<file path="src/hw/pcs_rx_defs.svh">
`ifndef PCS_RX_DEFS_SVH
`define PCS_RX_DEFS_SVH

// coded block layout
`define PCS_NB_CODED_BLOCK  66
`define PCS_NB_SH           2
`define PCS_NB_PAYLOAD      (`PCS_NB_CODED_BLOCK - `PCS_NB_SH)

// lock monitor limits
`define PCS_MAX_WINDOW      4096
`define PCS_NB_WINDOW_CNT   $clog2(`PCS_MAX_WINDOW)             // 12
`define PCS_MAX_INVALID_SH  (`PCS_MAX_WINDOW / 2)
`define PCS_NB_INVALID_CNT  $clog2(`PCS_MAX_INVALID_SH)         // 11

// bit offset of a block inside two groups
`define PCS_NB_INDEX        $clog2(`PCS_NB_CODED_BLOCK)         // 7

`endif

</file>
<file path="src/hw/pcs_rx_pkg.sv">
`include "pcs_rx_defs.svh"

package pcs_rx_pkg;

    // one aligned 66-bit block, header in the top two bits
    typedef struct packed
    {
        logic [`PCS_NB_SH-1:0]      sh;         // 01 data, 10 control
        logic [`PCS_NB_PAYLOAD-1:0] payload;    // first received bit at msb
    } coded_block_t;

    // static configuration of the block synchronizer
    typedef struct packed
    {
        logic [`PCS_NB_WINDOW_CNT-1:0]  unlocked_limit;    // valid headers in a row to lock
        logic [`PCS_NB_WINDOW_CNT-1:0]  locked_window;     // groups per monitoring window
        logic [`PCS_NB_INVALID_CNT-1:0] invalid_limit;     // invalid headers per window to unlock
    } sync_cfg_t;

    // lock state machine
    // slip is a single cycle step between two search attempts
    typedef enum logic [1:0]
    {
        SYNC_SEARCH = 2'd0,
        SYNC_SLIP   = 2'd1,
        SYNC_LOCKED = 2'd2
    } sync_state_t;

endpackage

</file>
<file path="src/hw/rx_deserializer.sv">
`include "pcs_rx_defs.svh"

module rx_deserializer
(
    input  logic                            i_clock,
    input  logic                            i_arst_n,
    input  logic                            i_enable,
    input  logic                            i_signal_ok,
    input  logic                            i_bit,
    input  logic                            i_bit_valid,
    output logic [`PCS_NB_CODED_BLOCK-1:0]  o_group,
    output logic                            o_group_valid
);

    localparam int LAST_BIT = `PCS_NB_CODED_BLOCK - 1;

    logic [`PCS_NB_CODED_BLOCK-1:0] shift_reg;
    logic [`PCS_NB_INDEX-1:0]       bit_cnt;
    logic                           accept;
    logic                           last_bit;

    assign accept   = i_enable & i_signal_ok & i_bit_valid;
    assign last_bit = (bit_cnt == LAST_BIT[`PCS_NB_INDEX-1:0]);

    // bit counter and group strobe
    always_ff @(posedge i_clock or negedge i_arst_n)
    begin
        if (!i_arst_n)
        begin
            bit_cnt       <= '0;
            o_group_valid <= 1'b0;
        end
        else if (!i_signal_ok)
        begin
            bit_cnt       <= '0;
            o_group_valid <= 1'b0;
        end
        else if (i_enable)  // strobe is held while disabled, block_sync consumes it once
        begin
            o_group_valid <= i_bit_valid & last_bit;
            if (i_bit_valid)
                bit_cnt <= last_bit ? '0 : bit_cnt + 1'b1;
        end
    end

    // first bit of a group ends up at the msb
    always_ff @(posedge i_clock)
    begin
        if (accept)
        begin
            shift_reg <= {shift_reg[`PCS_NB_CODED_BLOCK-2:0], i_bit};
            if (last_bit)
                o_group <= {shift_reg[`PCS_NB_CODED_BLOCK-2:0], i_bit};
        end
    end

endmodule

</file>
<file path="src/hw/block_sync_fsm.sv">
`include "pcs_rx_defs.svh"

module block_sync_fsm
(
    input  logic                        i_clock,
    input  logic                        i_arst_n,
    input  logic                        i_enable,
    input  logic                        i_signal_ok,
    input  logic                        i_valid,        // one strobe per received group
    input  logic                        i_sh_valid,     // header at search offset is 01 or 10
    input  pcs_rx_pkg::sync_cfg_t       i_cfg,
    output logic [`PCS_NB_INDEX-1:0]    o_search_index,
    output logic [`PCS_NB_INDEX-1:0]    o_block_index,
    output logic                        o_block_lock    // lock as decided by this cycle
);

    localparam int LAST_INDEX = `PCS_NB_CODED_BLOCK - 1;

    pcs_rx_pkg::sync_state_t        state;
    pcs_rx_pkg::sync_state_t        state_next;

    logic [`PCS_NB_WINDOW_CNT-1:0]  valid_cnt;
    logic [`PCS_NB_WINDOW_CNT-1:0]  window_cnt;
    logic [`PCS_NB_INVALID_CNT-1:0] invalid_cnt;
    logic [`PCS_NB_INDEX-1:0]       search_index;
    logic [`PCS_NB_INDEX-1:0]       block_index;

    logic [`PCS_NB_WINDOW_CNT-1:0]  valid_cnt_inc;
    logic [`PCS_NB_WINDOW_CNT-1:0]  window_cnt_inc;
    logic [`PCS_NB_INVALID_CNT-1:0] invalid_cnt_inc;
    logic [`PCS_NB_INDEX-1:0]       slip_index;
    logic                           lock_reached;
    logic                           lock_lost;
    logic                           window_done;

    assign valid_cnt_inc   = valid_cnt + 1'b1;
    assign window_cnt_inc  = window_cnt + 1'b1;
    assign invalid_cnt_inc = invalid_cnt + 1'b1;

    // next offset to try, wraps after the last bit of the block
    assign slip_index = (search_index == LAST_INDEX[`PCS_NB_INDEX-1:0]) ? '0
                                                                        : search_index + 1'b1;

    assign lock_reached = i_sh_valid & (valid_cnt_inc == i_cfg.unlocked_limit);
    assign lock_lost    = ~i_sh_valid & (invalid_cnt_inc == i_cfg.invalid_limit);
    assign window_done  = (window_cnt_inc == i_cfg.locked_window);

    always_comb
    begin
        state_next = state;
        if (!i_signal_ok)
            state_next = pcs_rx_pkg::SYNC_SEARCH;
        else if (i_enable)
        begin
            case (state)
                pcs_rx_pkg::SYNC_SEARCH:
                begin
                    if (i_valid && !i_sh_valid)
                        state_next = pcs_rx_pkg::SYNC_SLIP;
                    else if (i_valid && lock_reached)
                        state_next = pcs_rx_pkg::SYNC_LOCKED;
                end
                pcs_rx_pkg::SYNC_SLIP:
                    state_next = pcs_rx_pkg::SYNC_SEARCH;
                pcs_rx_pkg::SYNC_LOCKED:
                begin
                    if (i_valid && lock_lost)
                        state_next = pcs_rx_pkg::SYNC_SLIP;
                end
                default:
                    state_next = pcs_rx_pkg::SYNC_SEARCH;
            endcase
        end
    end

    always_ff @(posedge i_clock or negedge i_arst_n)
    begin
        if (!i_arst_n)
        begin
            state        <= pcs_rx_pkg::SYNC_SEARCH;
            valid_cnt    <= '0;
            window_cnt   <= '0;
            invalid_cnt  <= '0;
            search_index <= '0;
            block_index  <= '0;
        end
        else if (!i_signal_ok)
        begin
            // offsets are kept, the next search starts where the last lock was
            state       <= pcs_rx_pkg::SYNC_SEARCH;
            valid_cnt   <= '0;
            window_cnt  <= '0;
            invalid_cnt <= '0;
        end
        else if (i_enable)
        begin
            state <= state_next;
            if (i_valid && state == pcs_rx_pkg::SYNC_SEARCH)
            begin
                valid_cnt <= valid_cnt_inc;
                if (!i_sh_valid)
                begin
                    valid_cnt    <= '0;
                    search_index <= slip_index;
                end
                else if (lock_reached)
                begin
                    valid_cnt   <= '0;
                    window_cnt  <= '0;
                    invalid_cnt <= '0;
                    block_index <= search_index;
                end
            end
            else if (i_valid && state == pcs_rx_pkg::SYNC_LOCKED)
            begin
                window_cnt <= window_cnt_inc;
                if (!i_sh_valid)
                    invalid_cnt <= invalid_cnt_inc;
                if (lock_lost)
                begin
                    window_cnt   <= '0;
                    invalid_cnt  <= '0;
                    search_index <= slip_index;
                end
                else if (window_done)   // new window
                begin
                    window_cnt  <= '0;
                    invalid_cnt <= '0;
                end
            end
        end
    end

    assign o_search_index = search_index;
    assign o_block_index  = block_index;
    assign o_block_lock   = (state_next == pcs_rx_pkg::SYNC_LOCKED);

endmodule

</file>
<file path="src/hw/block_sync.sv">
`include "pcs_rx_defs.svh"

module block_sync
(
    input  logic                            i_clock,
    input  logic                            i_arst_n,
    input  logic                            i_enable,
    input  logic                            i_signal_ok,
    input  logic [`PCS_NB_CODED_BLOCK-1:0]  i_data,
    input  logic                            i_valid,
    input  pcs_rx_pkg::sync_cfg_t           i_cfg,
    output pcs_rx_pkg::coded_block_t        o_block,
    output logic                            o_valid,
    output logic                            o_block_lock
);

    localparam int NB_EXT  = 2 * `PCS_NB_CODED_BLOCK;
    localparam int EXT_MSB = NB_EXT - 1;

    logic [`PCS_NB_CODED_BLOCK-1:0] data_prev;
    logic [NB_EXT-1:0]              data_ext;
    logic [`PCS_NB_CODED_BLOCK-1:0] aligned;
    logic [`PCS_NB_INDEX-1:0]       search_index;
    logic [`PCS_NB_INDEX-1:0]       block_index;
    logic                           sh_valid;
    logic                           lock_next;

    // older group on top so the stream reads msb first across both
    assign data_ext = {data_prev, i_data};

    assign sh_valid = ^data_ext[EXT_MSB - search_index -: `PCS_NB_SH];
    assign aligned  = data_ext[EXT_MSB - block_index -: `PCS_NB_CODED_BLOCK];

    always_ff @(posedge i_clock or negedge i_arst_n)
    begin
        if (!i_arst_n)
            data_prev <= '0;
        else if (!i_signal_ok)
            data_prev <= '0;
        else if (i_enable && i_valid)
            data_prev <= i_data;
    end

    // lock_next already falls when signal_ok drops
    always_ff @(posedge i_clock or negedge i_arst_n)
    begin
        if (!i_arst_n)
        begin
            o_valid      <= 1'b0;
            o_block_lock <= 1'b0;
        end
        else
        begin
            o_valid      <= i_enable & i_valid & lock_next;
            o_block_lock <= lock_next;
        end
    end

    always_ff @(posedge i_clock)
    begin
        if (i_enable && i_valid)
            o_block <= aligned;
    end

    block_sync_fsm u_block_sync_fsm
    (
        .i_clock        (i_clock),
        .i_arst_n       (i_arst_n),
        .i_enable       (i_enable),
        .i_signal_ok    (i_signal_ok),
        .i_valid        (i_valid),
        .i_sh_valid     (sh_valid),
        .i_cfg          (i_cfg),
        .o_search_index (search_index),
        .o_block_index  (block_index),
        .o_block_lock   (lock_next)
    );

endmodule

</file>
<file path="src/hw/rx_descrambler.sv">
`include "pcs_rx_defs.svh"

// self-synchronizing descrambler, 1 + x^39 + x^58
module rx_descrambler
(
    input  logic                        i_clock,
    input  logic                        i_arst_n,
    input  pcs_rx_pkg::coded_block_t    i_block,
    input  logic                        i_valid,
    output pcs_rx_pkg::coded_block_t    o_block,
    output logic                        o_valid
);

    localparam int NB_HIST = 58;       // longest tap
    localparam int TAP     = 39;
    localparam int NB_EXT  = NB_HIST + `PCS_NB_PAYLOAD;

    logic [NB_HIST-1:0]         history;
    logic [NB_EXT-1:0]          scr_ext;
    logic [`PCS_NB_PAYLOAD-1:0] descrambled;

    // oldest received bit at the msb, so bit p sees p+39 and p+58 as earlier bits
    assign scr_ext = {history, i_block.payload};

    assign descrambled = scr_ext[`PCS_NB_PAYLOAD-1:0]
                       ^ scr_ext[TAP +: `PCS_NB_PAYLOAD]
                       ^ scr_ext[NB_HIST +: `PCS_NB_PAYLOAD];

    always_ff @(posedge i_clock or negedge i_arst_n)
    begin
        if (!i_arst_n)
        begin
            history <= '0;
            o_valid <= 1'b0;
        end
        else
        begin
            o_valid <= i_valid;
            if (i_valid)
                history <= i_block.payload[NB_HIST-1:0];  // history holds scrambled bits
        end
    end

    always_ff @(posedge i_clock)
    begin
        if (i_valid)
        begin
            o_block.sh      <= i_block.sh;   // header is not scrambled
            o_block.payload <= descrambled;
        end
    end

endmodule

</file>
<file path="src/hw/pcs_rx_top.sv">
`include "pcs_rx_defs.svh"

module pcs_rx_top
(
    input  logic                        i_clock,
    input  logic                        i_arst_n,
    input  logic                        i_enable,
    input  logic                        i_signal_ok,
    input  logic                        i_bit,
    input  logic                        i_bit_valid,
    input  pcs_rx_pkg::sync_cfg_t       i_cfg,
    output pcs_rx_pkg::coded_block_t    o_block,
    output logic                        o_block_valid,
    output logic                        o_block_lock
);

    logic [`PCS_NB_CODED_BLOCK-1:0] group;
    logic                           group_valid;
    pcs_rx_pkg::coded_block_t       aligned_block;
    logic                           aligned_valid;

    rx_deserializer u_rx_deserializer
    (
        .i_clock        (i_clock),
        .i_arst_n       (i_arst_n),
        .i_enable       (i_enable),
        .i_signal_ok    (i_signal_ok),
        .i_bit          (i_bit),
        .i_bit_valid    (i_bit_valid),
        .o_group        (group),
        .o_group_valid  (group_valid)
    );

    block_sync u_block_sync
    (
        .i_clock        (i_clock),
        .i_arst_n       (i_arst_n),
        .i_enable       (i_enable),
        .i_signal_ok    (i_signal_ok),
        .i_data         (group),
        .i_valid        (group_valid),
        .i_cfg          (i_cfg),
        .o_block        (aligned_block),
        .o_valid        (aligned_valid),
        .o_block_lock   (o_block_lock)
    );

    rx_descrambler u_rx_descrambler
    (
        .i_clock        (i_clock),
        .i_arst_n       (i_arst_n),
        .i_block        (aligned_block),
        .i_valid        (aligned_valid),
        .o_block        (o_block),
        .o_valid        (o_block_valid)
    );

endmodule

</file>
<file path="config.mk">
export PLATFORM = sky130hd
export DESIGN_NAME = pcs_rx_top
export DESIGN_NICKNAME = d
export VERILOG_FILES = /design/src/hw/pcs_rx_pkg.sv /design/src/hw/rx_deserializer.sv /design/src/hw/block_sync_fsm.sv /design/src/hw/block_sync.sv /design/src/hw/rx_descrambler.sv /design/src/hw/pcs_rx_top.sv
export VERILOG_INCLUDE_DIRS = /design/src /design/src/hw
export SDC_FILE = /design/constraint.sdc
export NUM_CORES = 1
export LEC_CHECK = 0
export BUFFER_PORTS_ARGS = -buffer_cell sky130_fd_sc_hd__clkbuf_2
export CORE_AREA = 2 2 226 250
export CTS_CLUSTER_SIZE = 16
export DETAILED_ROUTE_END_ITERATION = 12
export DIE_AREA = 0 0 228 252
export GPL_TIMING_DRIVEN = 0
export PLACE_DENSITY = 0.8
export SYNTH_ARGS = -nofsm -noshare
export SYNTH_HDL_FRONTEND = slang
export SYNTH_SLANG_ARGS = --single-unit
</file>
<file path="constraint.sdc">
create_clock -name i_clock -period 11.85 [get_ports i_clock]
set_input_delay 1.185 -clock i_clock [delete_from_list [all_inputs] [get_ports i_clock]]
set_output_delay 1.185 -clock i_clock [all_outputs]
set_load 0.02 [all_outputs]
</file>
After elaboration in Yosys (flattened, before gate mapping)
Cells that the tools add are included.
{ "op_classes": {"n_eq_ne": 16, "addsub": 7, "reduce_logical": 18, "shifts": 2, "bitwise_logic": 10, "mux": 43} }
{ "op_table": {"columns": ["operator", "count"], "rows": [
  ["$shiftx A197 B33 Y66", 1],
  ["$mux W12", 13],
  ["$shiftx A133 B33 Y2", 1],
  ["$mux W66", 2],
  ["$xor A64 B64 Y64", 2],
  ["$mux W11", 9],
  ["$mux W7", 9],
  ["$add A12 B1 Y12 const B", 2],
  ["$eq A12 B12 Y1", 2],
  ["$sub A8 B7 Y9 const A", 2],
  ["$reduce_and A5 Y1", 3],
  ["$add A7 B1 Y7 const B", 2],
  ["$eq A7 B7 Y1 const B", 2],
  ["$mux W2", 7],
  ["$add A11 B1 Y11 const B", 1],
  ["$eq A11 B11 Y1", 1],
  ["$and A1 B1 Y1", 7],
  ["$logic_and A1 B1 Y1", 6],
  ["$ne A2 B1 Y1 const B", 3],
  ["$ne A3 B3 Y1 const B", 2],
  ["$reduce_and A2 Y1", 3],
  ["$ne A5 B2 Y1 const B", 1],
  ["$eq A2 B2 Y1 const B", 2],
  ["$ne A2 B2 Y1 const B", 2],
  ["9 further kinds", 11]
]} }
{ "totals": {"out_inout_bits": 68, "word_cells": 115, "regBits": 449} }

Logic depth before layout (Yosys ltp)
{ "depth": {"word_depth": 12, "ltp_mapped": 19, "mapped_depth_nobuf": 11} }

Cells and area by module
A second synthesis with hierarchy kept.
{ "hier_totals": {"cells_unflattened": 2587, "hier_area_um2": 31383.8} }
{ "modules_own_cells": {"columns": ["module", "cells_per_inst", "seq_area_each_um2", "instances", "area_each_um2"], "rows": [
  ["block_sync", 1710, 3683.5, 1, 17376.7],
  ["rx_descrambler", 253, 3458.3, 1, 5756.8],
  ["rx_deserializer", 185, 4134.0, 1, 4416.7],
  ["block_sync_fsm", 439, 1276.2, 1, 3833.7]
]} }

Worst setup path after synthesis
No wires, ideal clock.
{ "synth_timing": {"path_type": "in2reg", "start": "input port i_enable", "end": "register u_rx_deserializer.o_group[0] (enable)", "stages": 3, "arrival_time_ns": 4.327, "n_path_buf": 1, "setup_time_ns": 0.492, "setup_slack_ns": 7.031, "path_cell_list": "clkbuf_1 -> nand3_1 -> nor2_1"} }
{ "synth_between": {"elab_chain_len": 3} }
{ "synth_rtl": {"columns": ["item", "line", "source"], "rows": [
  ["start: declaration", "pcs_rx_top.sv:7", "input logic i_enable,"],
  ["$and A1 B1 Y1 (2 in series)", "rx_deserializer.sv:22", "assign accept = i_enable & i_signal_ok & i_bit_valid;"],
  ["$reduce_and A2 Y1 (no line)", null, null],
  ["end signal: assignment", "rx_deserializer.sv:53", "o_group <= {shift_reg[`PCS_NB_CODED_BLOCK-2:0], i_bit};"],
  ["end: declaration", "rx_deserializer.sv:11", "output logic [`PCS_NB_CODED_BLOCK-1:0] o_group,"]
]} }
No other way between the ends.
A chain may end at the register's enable or synchronous reset.

Worst setup path after layout
{ "layout_timing": {"start": "register u_block_sync.u_block_sync_fsm.block_index[2] (netlist: u_block_sync.u_block_sync_fsm.o_block_index[2])", "end": "register u_block_sync.o_block[57] in the netlist's numbering, data pin"} }
{ "layout_between": {"elab_chain_len": 2} }
{ "layout_rtl": {"columns": ["item", "line", "source"], "rows": [
  ["start: declaration", "block_sync_fsm.sv:26", "logic [`PCS_NB_INDEX-1:0] block_index;"],
  ["start signal: assignment", "block_sync_fsm.sv:111", "block_index <= search_index;"],
  ["$sub A8 B7 Y9", "block_sync.sv:32", "assign aligned = data_ext[EXT_MSB - block_index -: `PCS_NB_CODED_BLOCK];"],
  ["$shiftx A197 B33 Y66", "block_sync.sv:32", null],
  ["net u_block_sync.aligned[57]", "block_sync.sv:22", "logic [`PCS_NB_CODED_BLOCK-1:0] aligned;"],
  ["end signal: assignment", "block_sync.sv:62", "o_block <= aligned;"],
  ["end: declaration", "block_sync.sv:12", "output pcs_rx_pkg::coded_block_t o_block,"]
]} }
The timed path passes the listed nets, and every way through them passes these cells.

==> results.txt <==
Vias - 26600
Required @ worst endpoint - 12.14 ns
CP Capture Type - register
Drt via density - 7.07
Routability cong. - 1.19
Final setup vio count - 0
Met2 GRT Util - 0.733
Register area share after synthesis - 0.420
Worst-path fanout max - 10
Outcome - finished, violations left
Minimum clock period - 7.47 ns
Mapped Area - 29900 um^2
Hold buffer count at cts - 0
Clk sinks - 449
Util after Layout - 0.604
Maximum VDD drop - 204 uV
Num CTS Buffers - 45
Largest net degree at the start of global routing - 101
I/O Pins - 109
Post-Synthesis Cells - 2828
F_max - 134 MHz
Met1 Resource Use GR - 0.502
Static leakage - 12.7 nW
Dominant synthesized flop cell - edfxtp_1
Failing checks - capacitance limit, slew limit
Library cells used by synthesis - 79
Port buffer count - 107
Total track usage - 0.457
Post-DP HPWL - 98.9 mm
Cts repair resizes - 0
Number of global-route vias before repair - 26600
Syn Area/Cell - 10.6 um^2
Routed WL per cell - 34.6 um
Post-synth ARST share - 0.414
Drt initial violations - 3776
Power Dens Cells - 101 nW/um^2
Startpoint types - register
Die Y - 252 um
MaxCap Viol Count - 2
CTS Root Cell - clkbuf_16
Worst hold path class - reg -> reg
Clock Tree Buf Depth - 3
Initial antenna violation count - 7
Worst Setup Slack, final - 4.38 ns
CTS tree - done
Register bit total from synthesis - 449
Initial Util - 0.545
Grt total ovfl - 0
Met3 usage - 0.124
Synth Warn # - 0
Commonest cells after routing, fill and taps aside - nand2_1, edfxtp_1, nor2_1, mux4_2, dfrtp_1
RSZ-0062 raised after global routing - false
Core ar. - 54700 um^2
Setup bufs post-CTS - 0
Tcrit/Tclk final - 0.631
Critical setup path kind - reg -> reg
Pre-antenna DRT Iters - 6
Area Overhead vs Synth - 10.7%
H-tree depth - 2
Worst-path clk slew - 0.06 ns
Row count - 90
Most common cell after layout, fill and taps aside - nand2_1
Number of flops mapped to enable cells by yosys - 263
Final Hold Fails - 0
# DRC - 0
Pre-CTS setup slack - 4.86 ns
CP Data Arrival Time - 7.77 ns
Fin. max-slew vios - 5
Final setup TNS - 0 ns
Mapped Nets - 2879
Die width - 228 um
Final wirelength - 131 mm
Nets - 3038
Worst-skew pair later-pin latency - 0.61 ns
Die area - 57500 um^2
Layout cells sized above 1 - 0.174
First-pass GRT wire length - 188 mm
Final Skew - 0.0332 ns
Routed Antenna Nets - 0
Slew @ Worst Pin - 1.56 ns
Rel. slew slack - -0.0691
Most used routing layer - met2
==> synthesized netlist by cell type, types with 7 or more instances <==
cell type  count  share of area
o211ai_1      20         0.0050
a21oi_1      125          0.021
and3_1        10         0.0021
inv_1         26         0.0033
dfrtp_1      186           0.16
buf_2         17         0.0029
edfxtp_1     263           0.26
o32a_1         7         0.0023
nor2b_1       17         0.0036
clkbuf_1     148          0.019
a211oi_1      10         0.0025
buf_1         48         0.0060
a21o_1        14         0.0035
ha_1          10         0.0042
and2_1         9         0.0019
nand2b_1      16         0.0034
xnor2_1      161          0.047
o22ai_1       50          0.010
a22oi_1        8         0.0020
mux2_2       115          0.043
o221ai_1      11         0.0032
nand2_1      515          0.065
nand4_1       16         0.0034
o21ai_0      116          0.019
or3_1          8         0.0017
nand3_1       39         0.0065
o41ai_1        7         0.0021
o211a_1        8         0.0027
mux2i_1      182          0.061
a31oi_1       28         0.0059
or4_1          8         0.0020
nor4_1        11         0.0023
nor3_1        54         0.0091
mux4_2       186           0.14
nor2_1       233          0.029
xor2_1        25         0.0073
a22o_1        11         0.0032
o31ai_1        7         0.0018
==> routing by layer <==
layer  share of wire  up-vias  wire length (um)
li1                -    10800                 -
met1            0.32    12800             42400
met2            0.46     2244             59400
met3            0.10      745             13500
met4            0.12        6             15200
met5         0.00044        -                57
==> cells by family (layout without fill, tap and decap cells) <==
group,Yosys count,count (layout),share of synthesized area
adder cells (fa/ha/maj),10,10,0.00419
XOR/XNOR,188,188,0.0561
AND/OR/NAND/NOR,960,960,0.136
AO/OA/AOI/OAI,491,491,0.105
buffers and inverters,247,443,0.0328
other,0,7,0
flip-flops,449,449,0.420
multiplexers,483,483,0.245
==> worst paths after layout <==
check	from	end	slack, ns	cells after the start
setup / recovery	u_block_sync.u_block_sync_fsm.o_block_index[2]$_DFFE_PN0P_	u_block_sync.o_block[57]$_DFFE_PP_	4.38	14
hold / removal	u_rx_deserializer.shift_reg[64]$_DFFE_PP_	u_rx_deserializer.o_group[65]$_DFFE_PP_	0.42	0
setup reg to reg	u_block_sync.u_block_sync_fsm.o_block_index[2]$_DFFE_PN0P_	u_block_sync.o_block[57]$_DFFE_PP_	4.38	14
hold reg to reg	u_rx_deserializer.shift_reg[64]$_DFFE_PP_	u_rx_deserializer.o_group[65]$_DFFE_PP_	0.42	0
max in group asynchronous	i_arst_n	u_block_sync.data_prev[14]$_DFFE_PN0P_	10.25	2
min in group asynchronous	i_arst_n	u_block_sync.u_block_sync_fsm.valid_cnt[10]$_DFFE_PN0P_	0.60	1
==> power by group <==
group | switching, W | internal (W)
clock network | 0.000644 | 0.000896
registers | 0.0000194 | 0.00166
logic | 0.0000771 | 0.0000474
==> per-stage QoR <==
| step | total power (W) | area [um^2] | hold WS, ns | cells |
|---|---|---|---|---|
| 2_1_floorplan | 0.00179 | 29900 | 0.400 | 2828 |
| 3_3_place_gp | 0.00183 | 31300 | 0.403 | 3671 |
| 3_5_place_dp | 0.00184 | 31400 | 0.405 | 3676 |
| 4_1_cts | 0.00335 | 33000 | 0.420 | 3760 |
| 5_1_grt | 0.00342 | 33000 | 0.438 | 3760 |
| 6_report | 0.00335 | 33000 | 0.419 | 3767 |
==> critical path, stage by stage (launching register included) <==
cell      delay [ns]
dfrtp_1         0.36
clkbuf_1        0.24
inv_2           0.20
buf_1           0.51
clkbuf_1        0.65
buf_1           0.50
ha_1            0.38
nor2b_1         0.53
nand2_1         0.53
xnor2_1         0.42
buf_1           0.59
buf_1           0.70
clkbuf_1        0.73
a31oi_1         0.18
o22ai_1         0.58
==> final cells by class <==
class,count,area (um^2)
sequential,449,12600
clock buffer,57,1190
fill,4396,21700
inverter,29,109
tap,736,921
multi-input combinational,2132,16300
clock inverter,27,383
antenna,7,17.5
buffer,218,873
timing repair buffer,112,659
Power figures use the tool's default switching activity.
